===== config.mk =====
export PLATFORM = sky130hd
export DESIGN_NAME = uartLink
export DESIGN_NICKNAME = d
export VERILOG_FILES = /design/src/hw/uartPkg.sv /design/src/hw/uartLink.sv /design/src/hw/rxDelivery.sv /design/src/hw/uartRx.sv /design/src/hw/uartTx.sv /design/src/hw/syncFifo.sv
export SDC_FILE = /design/constraint.sdc
export NUM_CORES = 1
export LEC_CHECK = 0
export BUFFER_PORTS_ARGS = -buffer_cell sky130_fd_sc_hd__buf_2
export CAP_MARGIN = 20
export CORE_MARGIN = 2
export CORE_UTILIZATION = 35
export CTS_CLUSTER_SIZE = 16
export DETAILED_ROUTE_END_ITERATION = 12
export PLACE_DENSITY_LB_ADDON = 0.08
export REMOVE_ABC_BUFFERS = 1
export SYNTH_ARGS = -nofsm -noshare
export SYNTH_HDL_FRONTEND = slang
export SYNTH_SLANG_ARGS = --single-unit

===== constraint.sdc =====
create_clock -name Clk -period 2.4 [get_ports Clk]
set_input_delay 0.12 -clock Clk [delete_from_list [all_inputs] [get_ports Clk]]
set_output_delay 0.12 -clock Clk [all_outputs]
set_load 0.02 [all_outputs]

===== src/hw/uartPkg.sv =====
package uartPkg;

	// ==============================
	// frame format
	// ==============================
	localparam int DATA_BITS = 8;
	localparam int STOP_BITS = 2;
	localparam int BIT_CNT_BITS = $clog2(DATA_BITS);

	localparam int ERR_BITS = 3;
	localparam int ERR_BREAK = 0;
	localparam int ERR_PARITY = 1;
	localparam int ERR_FRAMING = 2;

	localparam int RX_WORD_BITS = ERR_BITS + DATA_BITS; // {error code, data}

	// ==============================
	// queues and credits
	// ==============================
	localparam int TX_DEPTH = 4;
	localparam int RX_DEPTH = 4;
	localparam int RX_CREDIT_BITS = $clog2(RX_DEPTH + 1);

	typedef enum logic [2:0] {
		rxReady,
		rxStart,
		rxData,
		rxParity,
		rxStop,
		rxDone
	} rxState;

	typedef enum logic [2:0] {
		txIdle,
		txStart,
		txData,
		txParity,
		txStop
	} txState;

endpackage

===== src/hw/uartLink.sv =====
`timescale 1ns/1ps

module uartLink import uartPkg::*; (
	input logic Clk,
	input logic Rst,
	input logic TxValid,
	input logic [DATA_BITS-1:0] TxData,
	input logic Cts,
	input logic RxLine,
	input logic RxCredit,
	output logic TxCredit,
	output logic TxLine,
	output logic Rts,
	output logic RxValid,
	output logic [DATA_BITS-1:0] RxData,
	output logic [ERR_BITS-1:0] RxError
);

	logic [DATA_BITS-1:0] txQData;
	logic txQEmpty;
	logic txPop;
	logic rxPush;
	logic [RX_WORD_BITS-1:0] rxWord;
	logic rxQFull;

	// ==============================
	// transmit path
	// ==============================
	// host credits keep this queue from overflowing
	syncFifo #(
		.WIDTH(DATA_BITS),
		.DEPTH(TX_DEPTH)
	) txQueue (
		.Clk(Clk),
		.Rst(Rst),
		.Push(TxValid),
		.PushData(TxData),
		.Pop(txPop),
		.PopData(txQData),
		.Full(),
		.Empty(txQEmpty)
	);

	uartTx tx (
		.Clk(Clk),
		.Rst(Rst),
		.Cts(Cts),
		.QueueEmpty(txQEmpty),
		.QueueData(txQData),
		.QueuePop(txPop),
		.TxLine(TxLine)
	);

	assign TxCredit = txPop; // a byte leaving the queue frees one credit

	// ==============================
	// receive path
	// ==============================
	uartRx rx (
		.Clk(Clk),
		.Rst(Rst),
		.RxLine(RxLine),
		.QueueFull(rxQFull),
		.Rts(Rts),
		.QueuePush(rxPush),
		.QueueWord(rxWord)
	);

	rxDelivery delivery (
		.Clk(Clk),
		.Rst(Rst),
		.Push(rxPush),
		.PushWord(rxWord),
		.RxCredit(RxCredit),
		.Full(rxQFull),
		.RxValid(RxValid),
		.RxData(RxData),
		.RxError(RxError)
	);

endmodule


===== src/hw/rxDelivery.sv =====
`timescale 1ns/1ps

module rxDelivery import uartPkg::*; (
	input logic Clk,
	input logic Rst,
	input logic Push,
	input logic [RX_WORD_BITS-1:0] PushWord,
	input logic RxCredit,
	output logic Full,
	output logic RxValid,
	output logic [DATA_BITS-1:0] RxData,
	output logic [ERR_BITS-1:0] RxError
);

	logic [RX_WORD_BITS-1:0] headWord;
	logic empty;
	logic pop;
	logic [RX_CREDIT_BITS-1:0] creditCnt;

	syncFifo #(
		.WIDTH(RX_WORD_BITS),
		.DEPTH(RX_DEPTH)
	) rxQueue (
		.Clk(Clk),
		.Rst(Rst),
		.Push(Push),
		.PushData(PushWord),
		.Pop(pop),
		.PopData(headWord),
		.Full(Full),
		.Empty(empty)
	);

	assign pop = (creditCnt != '0) && !empty; // one word per credit

	always_ff @(posedge Clk or posedge Rst)
	begin
		if (Rst)
		begin
			creditCnt <= '0;
			RxValid <= 1'b0;
		end
		else
		begin
			RxValid <= pop;
			case ({RxCredit, pop})
				2'b10:
					if (creditCnt != RX_CREDIT_BITS'(RX_DEPTH))
						creditCnt <= creditCnt + 1'b1; // saturates at RX_DEPTH
				2'b01: creditCnt <= creditCnt - 1'b1;
				default: creditCnt <= creditCnt;
			endcase
		end
	end

	always_ff @(posedge Clk)
	begin
		if (pop)
		begin
			RxData <= headWord[DATA_BITS-1:0];
			RxError <= headWord[RX_WORD_BITS-1:DATA_BITS];
		end
	end

endmodule


===== src/hw/uartRx.sv =====
`timescale 1ns/1ps

module uartRx import uartPkg::*; (
	input logic Clk,
	input logic Rst,
	input logic RxLine,
	input logic QueueFull,
	output logic Rts,
	output logic QueuePush,
	output logic [RX_WORD_BITS-1:0] QueueWord
);

	rxState state;
	rxState nextState;
	logic [BIT_CNT_BITS-1:0] bitCnt;
	logic [DATA_BITS-1:0] dataReg;
	logic [STOP_BITS-1:0] stopReg;
	logic parityBit;
	logic [ERR_BITS-1:0] errCode;
	logic framingErr;

	// ==============================
	// state sequence
	// ==============================
	always_comb
	begin
		nextState = state;
		case (state)
			rxReady:
				if (!RxLine)
					nextState = rxStart; // start bit seen
			rxStart: nextState = rxData;
			rxData:
				if (bitCnt == BIT_CNT_BITS'(DATA_BITS - 1))
					nextState = rxParity;
			rxParity: nextState = rxStop;
			rxStop:
				if (bitCnt == BIT_CNT_BITS'(STOP_BITS - 1))
					nextState = rxDone;
			rxDone: nextState = rxReady;
			default: nextState = rxReady;
		endcase
	end

	always_ff @(posedge Clk or posedge Rst)
	begin
		if (Rst)
		begin
			state <= rxReady;
			bitCnt <= '0;
		end
		else
		begin
			state <= nextState;
			case (state)
				rxStart: bitCnt <= BIT_CNT_BITS'(1); // first data bit taken here
				rxData:
					if (nextState == rxParity)
						bitCnt <= '0;
					else
						bitCnt <= bitCnt + 1'b1;
				rxStop:
					if (nextState == rxDone)
						bitCnt <= '0;
					else
						bitCnt <= bitCnt + 1'b1;
				default: bitCnt <= '0;
			endcase
		end
	end

	// one sample per clock, no oversampling
	always_ff @(posedge Clk)
	begin
		if ((state == rxStart) || (state == rxData))
			dataReg <= {dataReg[DATA_BITS-2:0], RxLine}; // msb arrives first
		if (state == rxParity)
			parityBit <= RxLine;
		if (state == rxStop)
			stopReg <= (stopReg << 1) | STOP_BITS'(RxLine);
	end

	// ==============================
	// error check and queue write
	// ==============================
	assign framingErr = (stopReg != '1);

	always_comb
	begin
		errCode = '0;
		errCode[ERR_FRAMING] = framingErr;
		errCode[ERR_PARITY] = (parityBit != ^dataReg);
		errCode[ERR_BREAK] = (dataReg == '0) && framingErr;
	end

	assign QueueWord = {errCode, (|errCode) ? {DATA_BITS{1'b0}} : dataReg};

	// a frame that finishes against a full queue is dropped
	assign QueuePush = (state == rxDone) && !QueueFull;
	assign Rts = (state == rxReady) && !QueueFull;

endmodule


===== src/hw/uartTx.sv =====
`timescale 1ns/1ps

module uartTx import uartPkg::*; (
	input logic Clk,
	input logic Rst,
	input logic Cts,
	input logic QueueEmpty,
	input logic [DATA_BITS-1:0] QueueData,
	output logic QueuePop,
	output logic TxLine
);

	txState state;
	logic [BIT_CNT_BITS-1:0] bitCnt;
	logic [DATA_BITS-1:0] shiftReg;
	logic parityAcc;

	// a frame only starts from idle with the partner ready
	assign QueuePop = (state == txIdle) && Cts && !QueueEmpty;

	// the state names the bit that is on the line in this cycle
	always_comb
	begin
		case (state)
			txIdle: TxLine = 1'b1;
			txStart: TxLine = 1'b0;
			txData: TxLine = shiftReg[DATA_BITS-1]; // msb first
			txParity: TxLine = parityAcc;
			txStop: TxLine = 1'b1;
			default: TxLine = 1'b1;
		endcase
	end

	// ==============================
	// frame sequencing
	// ==============================
	always_ff @(posedge Clk or posedge Rst)
	begin
		if (Rst)
		begin
			state <= txIdle;
			bitCnt <= '0;
		end
		else
		begin
			case (state)
				txIdle:
				begin
					bitCnt <= '0;
					if (QueuePop)
						state <= txStart;
				end
				txStart:
				begin
					state <= txData;
					bitCnt <= '0;
				end
				txData:
				begin
					if (bitCnt == BIT_CNT_BITS'(DATA_BITS - 1))
					begin
						state <= txParity;
						bitCnt <= '0;
					end
					else
						bitCnt <= bitCnt + 1'b1;
				end
				txParity: state <= txStop;
				txStop:
				begin
					if (bitCnt == BIT_CNT_BITS'(STOP_BITS - 1))
					begin
						state <= txIdle; // one idle bit before the next pop
						bitCnt <= '0;
					end
					else
						bitCnt <= bitCnt + 1'b1;
				end
				default: state <= txIdle;
			endcase
		end
	end

	always_ff @(posedge Clk)
	begin
		if (QueuePop)
		begin
			shiftReg <= QueueData;
			parityAcc <= 1'b0;
		end
		else if (state == txData)
		begin
			parityAcc <= parityAcc ^ shiftReg[DATA_BITS-1]; // even parity
			shiftReg <= {shiftReg[DATA_BITS-2:0], 1'b0};
		end
	end

endmodule


===== src/hw/syncFifo.sv =====
`timescale 1ns/1ps

module syncFifo #(
	parameter int WIDTH = 8,
	parameter int DEPTH = 4
) (
	input logic Clk,
	input logic Rst,
	input logic Push,
	input logic [WIDTH-1:0] PushData,
	input logic Pop,
	output logic [WIDTH-1:0] PopData,
	output logic Full,
	output logic Empty
);

	localparam int PTR_W = (DEPTH > 1) ? $clog2(DEPTH) : 1;
	localparam int CNT_W = $clog2(DEPTH + 1);

	logic [WIDTH-1:0] mem [DEPTH];
	logic [PTR_W-1:0] wrPtr;
	logic [PTR_W-1:0] rdPtr;
	logic [CNT_W-1:0] count;
	logic doPush;
	logic doPop;

	function automatic logic [PTR_W-1:0] nextPtr(input logic [PTR_W-1:0] ptr);
		if (ptr == PTR_W'(DEPTH - 1))
			return '0;
		return ptr + 1'b1;
	endfunction

	assign Full = (count == CNT_W'(DEPTH));
	assign Empty = (count == '0);
	assign doPush = Push && !Full; // writes into a full buffer are ignored
	assign doPop = Pop && !Empty;
	assign PopData = mem[rdPtr]; // head entry, always visible

	always_ff @(posedge Clk)
	begin
		if (doPush)
			mem[wrPtr] <= PushData;
	end

	always_ff @(posedge Clk or posedge Rst)
	begin
		if (Rst)
		begin
			wrPtr <= '0;
			rdPtr <= '0;
			count <= '0;
		end
		else
		begin
			if (doPush)
				wrPtr <= nextPtr(wrPtr);
			if (doPop)
				rdPtr <= nextPtr(rdPtr);
			case ({doPush, doPop})
				2'b10: count <= count + 1'b1;
				2'b01: count <= count - 1'b1;
				default: count <= count; // idle or push and pop together
			endcase
		end
	end

endmodule


; ---- Word level (Yosys, flattened, before mapping)
; Memory sizes are Yosys's and may differ from the RTL's. A register that Yosys moved wholly into a read port is not among the register bits.
; Cells that the tools add are included.
[word_totals]
register_bits = 50
ramBits = 76
out_inout_bits = 15
wordCells = 140
n_memories = 2
[mem_list]
columns = memory, depth, word_bits, rd, rd_clocked_by_memory_dff, write_ports, line
row1 = delivery.rxQueue.mem, 4, 11, 1, 1, 1, syncFifo.sv:20  ; logic [WIDTH-1:0] mem [DEPTH];
row2 = txQueue.mem, 4, 8, 1, 0, 1, syncFifo.sv:20
[classes]
addsub = 12
n_eq_ne = 34
muxes = 42
bitwise = 2
n_reduce_logical = 31
[ops]
columns = op, n
row1 = $mux W3, 11
row2 = $pmux W3 S5, 2
row3 = $eq A3 B3 Y1 const B, 8
row4 = $mux W8, 3
row5 = $pmux W3 S2, 3
row6 = $pmux W3 S3, 2
row7 = $mux W2, 8
row8 = $add A3 B1 Y3 const B, 5
row9 = $eq A3 B2 Y1 const B, 5
row10 = $eq A2 B2 Y1 const B, 7
row11 = $eq A3 B1 Y1 const B, 4
row12 = $logic_not A3 Y1, 4
row13 = $mux W1, 12
row14 = $logic_and A1 B1 Y1, 10
row15 = $sub A3 B1 Y3 const B, 3
row16 = $add A2 B1 Y2 const B, 4
row17 = $logic_not A8 Y1, 1
row18 = $reduce_bool A2 Y1, 4
row19 = $reduce_xor A8 Y1, 1
row20 = $eq A2 B1 Y1 const B, 3
row21 = $ne A2 B1 Y1 const B, 3
row22 = $reduce_bool A3 Y1, 2
row23 = $logic_not A1 Y1, 4
row24 = $ne A2 B2 Y1 const B, 2
row25 = other kinds (10), 10

; ---- Logic depth before layout (Yosys ltp)
[depth]
word_depth = 6
mapped_depth = 10
ltp_nobuf = 9

; ---- By module
; From an unflattened synthesis, not the netlist that was laid out.
[hier_totals]
cells_unflattened = 368
area_unflattened_um2 = 6047.0
[by_module_without_submodules]
columns = module, n_inst, cells_each, area_each_um2, seq_area_each_um2
row1 = syncFifo at delivery.rxQueue, 1, 98, 2079.5, 1496.4
row2 = syncFifo at txQueue, 1, 83, 1640.3, 1136.1
row3 = uartRx, 1, 74, 879.6, 480.5
row4 = uartTx, 1, 66, 808.3, 410.4
row5 = rxDelivery, 1, 47, 639.4, 430.4

; ---- Worst setup path before layout
; OpenSTA, ideal clock, no wires.
[synth_timing]
path_type = flip-flop to flip-flop
from = register delivery.rxQueue.count[0]
to = register delivery.rxQueue.count[2]
setup_time_ns = 0.079
arrival_ns = 2.024
required_time_ns = 2.321
slack_ns = 0.297
path_stages_with_launch = 9
period_less_slack_ns = 2.103
cell_sequence = dfrtp_1 > nor3_2 > nor2_2 > ha_1 > inv_1 > fa_1 > xor2_1 > nor2_1 > xor2_1
[synth_between]
elab_chain_len = 6
word_cells_on_any_way = 14
[synth_rtl]
columns = element, line
row1 = from (decl), syncFifo.sv:23  ; logic [CNT_W-1:0] count;
row2 = from (signal assigned), syncFifo.sv:60  ; 2'b10: count <= count + 1'b1;
row3 = from (signal assigned), syncFifo.sv:61  ; 2'b01: count <= count - 1'b1;
row4 = from (signal assigned), syncFifo.sv:62  ; default: count <= count;
row5 = $logic_not A3 Y1 *, syncFifo.sv:34  ; assign Empty = (count == '0);
row6 = $logic_not A1 Y1 *, rxDelivery.sv:34  ; assign pop = (creditCnt != '0) && !empty;
row7 = $logic_and A1 B1 Y1 *, rxDelivery.sv:34
row8 = via delivery.pop, rxDelivery.sv:17  ; logic pop;
row9 = $logic_and A1 B1 Y1 *, syncFifo.sv:36  ; assign doPop = Pop && !Empty;
row10 = $eq A2 B1 Y1 or $eq A2 B2 Y1 (tied branches), syncFifo.sv:59  ; case ({doPush, doPop})
row11 = $pmux W3 S2 or $reduce_bool A2 Y1 (tied branches), -
; Mark *: on every way through the listed nets, which the timed path passes. The rest lies on a longest branch.
; A chain may end at the register's enable or synchronous reset.

; ---- Worst setup path in the final report
[layout_timing]
from = register delivery.rxQueue.count[0]
to = register delivery.creditCnt[1]
[layout_between]
elab_chain_len = 6
word_cells_on_any_way = 9
[layout_rtl]
columns = element, line
row1 = $logic_not A3 Y1 *, syncFifo.sv:34
row2 = $logic_not A1 Y1 *, rxDelivery.sv:34
row3 = $logic_and A1 B1 Y1 *, rxDelivery.sv:34
row4 = $eq A2 B2 Y1 or $eq A2 B1 Y1 (tied branches), rxDelivery.sv:46  ; case ({RxCredit, pop})
row5 = $ne A2 B1 Y1 (no line) or $reduce_bool A2 Y1 (tied branches), -
row6 = $reduce_and A2 Y1 (no line), -
row7 = to (signal assigned), rxDelivery.sv:49  ; creditCnt <= creditCnt + 1'b1;
row8 = to (signal assigned), rxDelivery.sv:50  ; 2'b01: creditCnt <= creditCnt - 1'b1;
row9 = to (signal assigned), rxDelivery.sv:51  ; default: creditCnt <= creditCnt;
row10 = to (decl), rxDelivery.sv:18  ; logic [RX_CREDIT_BITS-1:0] creditCnt;
; Every way passes the cells marked *; elsewhere a longest branch is shown, timed or not.

==> load_flow_metrics.sql <==
INSERT INTO impl_metrics (metric_group, metric, value, unit) VALUES
('cts', 'cts.sinks', '137', ''),
('detailed_routing', 'routed_via_density', '4.58', ''),
('sta', 'timing.max_slew.rel_slack', '53.0', '%'),
('detailed_routing', 'drt-initial-drc-count', '136', ''),
('floorplanning', 'die_y', '134', 'um'),
('detailed_routing', 'totalWireLength', '9770', 'um'),
('sta', 'clock.fmax', '0.478', 'GHz'),
('floorplanning', 'coreArea', '16500', 'sq um'),
('placed_design', 'place_hpwl', '6300', 'um'),
('global_routing', 'antenna_found_initial', '0', ''),
('cts', 'clockRootBuffer', 'sky130_fd_sc_hd__clkbuf_16', ''),
('sta', 'finalSetupViolCount', '0', ''),
('cts', 'clk_pin_slew_worst_paths', '0.06', 'ns'),
('floorplanning', 'overall_die_area', '17900', 'sq um'),
('sta', 'fin_crit_sh', '87.1', '%'),
('sta', 'final.hold.worst_slack', '0.0830', 'ns'),
('detailed_routing', 'wl_per_cell', '14.8', 'um'),
('logic_synthesis', 'muxShareOfSynthArea', '10.6', '%'),
('layout', 'area_delta_synth_final', '20.1', '%'),
('detailed_routing', 'drt.antenna.violating_nets', '0', ''),
('layout', 'drive_gt1_share', '28.1', '%'),
('logic_synthesis', 'syn_area', '5910', 'sq um'),
('logic_synthesis', 'yosys_warnings', '0', ''),
('power', 'vdd_drop_max', '0.614', 'mV'),
('cts', 'cts_made_buffers', '17', ''),
('cts', 'clk_latency', '0.41', 'ns'),
('worst_setup_path', 'worst-endpoint-required', '2.72', 'ns'),
('logic_synthesis', 'post_synth_inst_count', '364', ''),
('layout', 'n_antenna_cell', '0', ''),
('logic_synthesis', 'synthesis.area_per_instance', '16.2', 'sq um'),
('worst_setup_path', 'path_class', 'flop to flop', ''),
('flow_run', 'drv_cap', '0', ''),
('worst_setup_path', 'critical_path.startpoint_type', 'flop', ''),
('sta', 'setup-tns-final', '0', 'ns'),
('floorplanning', 'die_width', '134', 'um'),
('logic_synthesis', 'synth_seq_area_share', '66.9', '%'),
('logic_synthesis', 'netlist_top_cells_count', 'sky130_fd_sc_hd__edfxtp_1 (106), sky130_fd_sc_hd__inv_1 (33), sky130_fd_sc_hd__dfrtp_1 (30)', ''),
('sta', 'final_hold_viol_count', '0', ''),
('cts', 'cts_buffer_depth', '2', ''),
('status', 'run_status', 'complete, no violations', ''),
('detailed_routing', 'drt-pass1-iter-count', '4', ''),
('sta', 'tightestPinTransition', '0.702', 'ns'),
('power', 'leakagePower', '2.74', 'nW'),
('logic_synthesis', 'synthTopCellsByArea', 'sky130_fd_sc_hd__edfxtp_1 (54%), sky130_fd_sc_hd__dfrtp_1 (13%), sky130_fd_sc_hd__mux4_2 (7.2%)', ''),
('logic_synthesis', 'synth_enable_flop_cells', '106', ''),
('worst_setup_path', 'worstPathArrival', '2.41', 'ns'),
('worst_setup_path', 'cp-end-kind', 'flop', ''),
('logic_synthesis', 'synth_top_family_by_area', 'multiplexers', ''),
('min_path', 'timing.hold.worst.class', 'input pin to flop', ''),
('placed_design', 'gp_congestion', '0.729', ''),
('logic_synthesis', 'synth_simple_gate_area_share', '7.84', '%'),
('worst_setup_path', 'critical_path_peak_fanout', '7', ''),
('logic_synthesis', 'yosys.area_share.xor_xnor', '1.99', '%'),
('sta', 'clock_skew', '0.0105', 'ns'),
('global_routing', 'grt_pass1_vias', '3068', ''),
('logic_synthesis', 'ys_seq_elements', '137', ''),
('logic_synthesis', 'synth.largest_area_cell', 'sky130_fd_sc_hd__edfxtp_1', ''),
('layout', 'finalCoreUtilization', '42.9', '%'),
('floorplanning', 'placementRows', '47', ''),
('global_routing', 'grt.total_usage', '12.0', '%'),
('placed_design', 'io_buffer_count', '28', ''),
('sta', 'fin_crit', '2.09', 'ns'),
('sta', 'unrepaired_setup_endpoints_after_global_routing', 'false', ''),
('global_routing', 'grt_first_pass_wirelength', '16100', 'um'),
('detailed_routing', 'drc_viols', '0', ''),
('cts', 'htree_levels', '4', ''),
('power', 'power_density', '1420', 'nW/um^2'),
('logic_synthesis', 'post_synth_num_cell_types', '58', ''),
('logic_synthesis', 'asyncSetResetFlopFracSynth', '21.9', '%'),
('detailed_routing', 'dr_total_vias', '3029', ''),
('global_routing', 'grt_start_max_net_pins', '31', '');
-- cell families after synthesis --
kind of cell    count (synthesis)
buf+inv                        44
flops                         137
simple gates                   80
xor+xnor                       11
fa+ha+maj                      27
mux                            37
compound gates                 28
-- worst max-delay path, stage by stage (launching register included) --
cell and delay (ns):
sky130_fd_sc_hd__dfrtp_1 0.43, sky130_fd_sc_hd__nor3_2 0.43, sky130_fd_sc_hd__or3_1 0.19, sky130_fd_sc_hd__fa_1 0.44, sky130_fd_sc_hd__nor2b_1 0.16, sky130_fd_sc_hd__a2111o_1 0.28
sky130_fd_sc_hd__o221ai_1 0.08
-- metal layers --
| layer | vias up | track usage, % | part of all wire [%] | routed length [um] |
|---|---|---|---|---|
| li1 | 1488 | - | - | - |
| met5 | - | 0 | 0 | 0 |
| met2 | 37 | 18.0 | 47 | 4590 |
| met1 | 1493 | 16.3 | 49 | 4780 |
| met4 | 0 | 5.14 | 1.3 | 131 |
| met3 | 11 | 3.59 | 2.8 | 272 |
-- power breakdown --
| part | internal, mW | switching [mW] | leakage [nW] |
|---|---|---|---|
| clock | 1.65 | 0.981 | 0.290 |
| sequential | 3.57 | 0.458 | 1.37 |
| combinational | 1.58 | 1.84 | 1.08 |
-- path summary, 6_finish.rpt --
check                                           from                     to  slack (ns)  cells after the start
min                                         RxCredit  delivery.creditCnt[0]        0.08                      3
max                        delivery.rxQueue.count[0]  delivery.creditCnt[1]        0.31                      6
min reg2reg                            rx.dataReg[5]          rx.dataReg[6]        0.44                      0
max in group asynchronous                        Rst            tx.state[2]        1.74                      4
min in group asynchronous                        Rst           rx.bitCnt[1]        0.34                      4
max reg2reg                delivery.rxQueue.count[0]  delivery.creditCnt[1]        0.31                      6
-- metrics by stage --
step	power, mW	setup WS [ns]	cell area, sq um	instances
2_1_floorplan	6.44	0.0815	5840	353
3_3_place_gp	7.46	0.376	6390	619
3_5_place_dp	7.55	0.289	6390	619
4_1_cts	10.2	0.285	7090	661
5_1_grt	10.8	0.149	7090	661
6_report	10.1	0.309	7090	661
-- state kept, by name, indices dropped and copies added (netlist names), 2 cells and up --
name / flops
tx.bitCnt: 3
rx.bitCnt: 3
txQueue.mem: 32
tx.shiftReg: 8
rx.state: 3
delivery.RxData: 8
delivery.rxQueue.rdPtr: 2
txQueue.count: 3
txQueue.rdPtr: 2
delivery.creditCnt: 3
rx.dataReg: 8
txQueue.wrPtr: 2
delivery.rxQueue.mem: 44
delivery.rxQueue.wrPtr: 2
delivery.RxError: 3
delivery.rxQueue.count: 3
rx.stopReg: 2
tx.state: 3
-- placed cells by master, fill, tap and decap left out, drive strengths merged, types with 6 or more instances in the layout --
master       instances
ha                  23
a21oi                6
nor2b                6
edfxtp             106
and2                 9
mux2                16
nor2                18
nand2                8
dlygate4sd3         10
buf                 46
dfrtp               30
inv                 37
mux4                19
nor3                11
clkbuf              19
-- final cells by class --
| type | instances | area [sq um] | area share, % |
|---|---|---|---|
| multi-input cells | 183 | 1770 | 24.9 |
| flip-flops and latches | 137 | 3950 | 55.7 |
| clock inverters | 13 | 168 | 2.36 |
| repair buffers | 56 | 375 | 5.29 |
| well taps | 220 | 275 | 3.88 |
| inverters | 33 | 124 | 1.75 |
| clock buffers | 19 | 433 | 6.10 |
-- repair_timing --
action | CTS | global route
setup endpoints to repair | 0 | 0
hold endpoints to repair | 65 | 0
resized for setup | 0 | 0
setup buffers | 0 | 0
hold buffers | 10 | 0
Power figures use the tool's default switching activity.
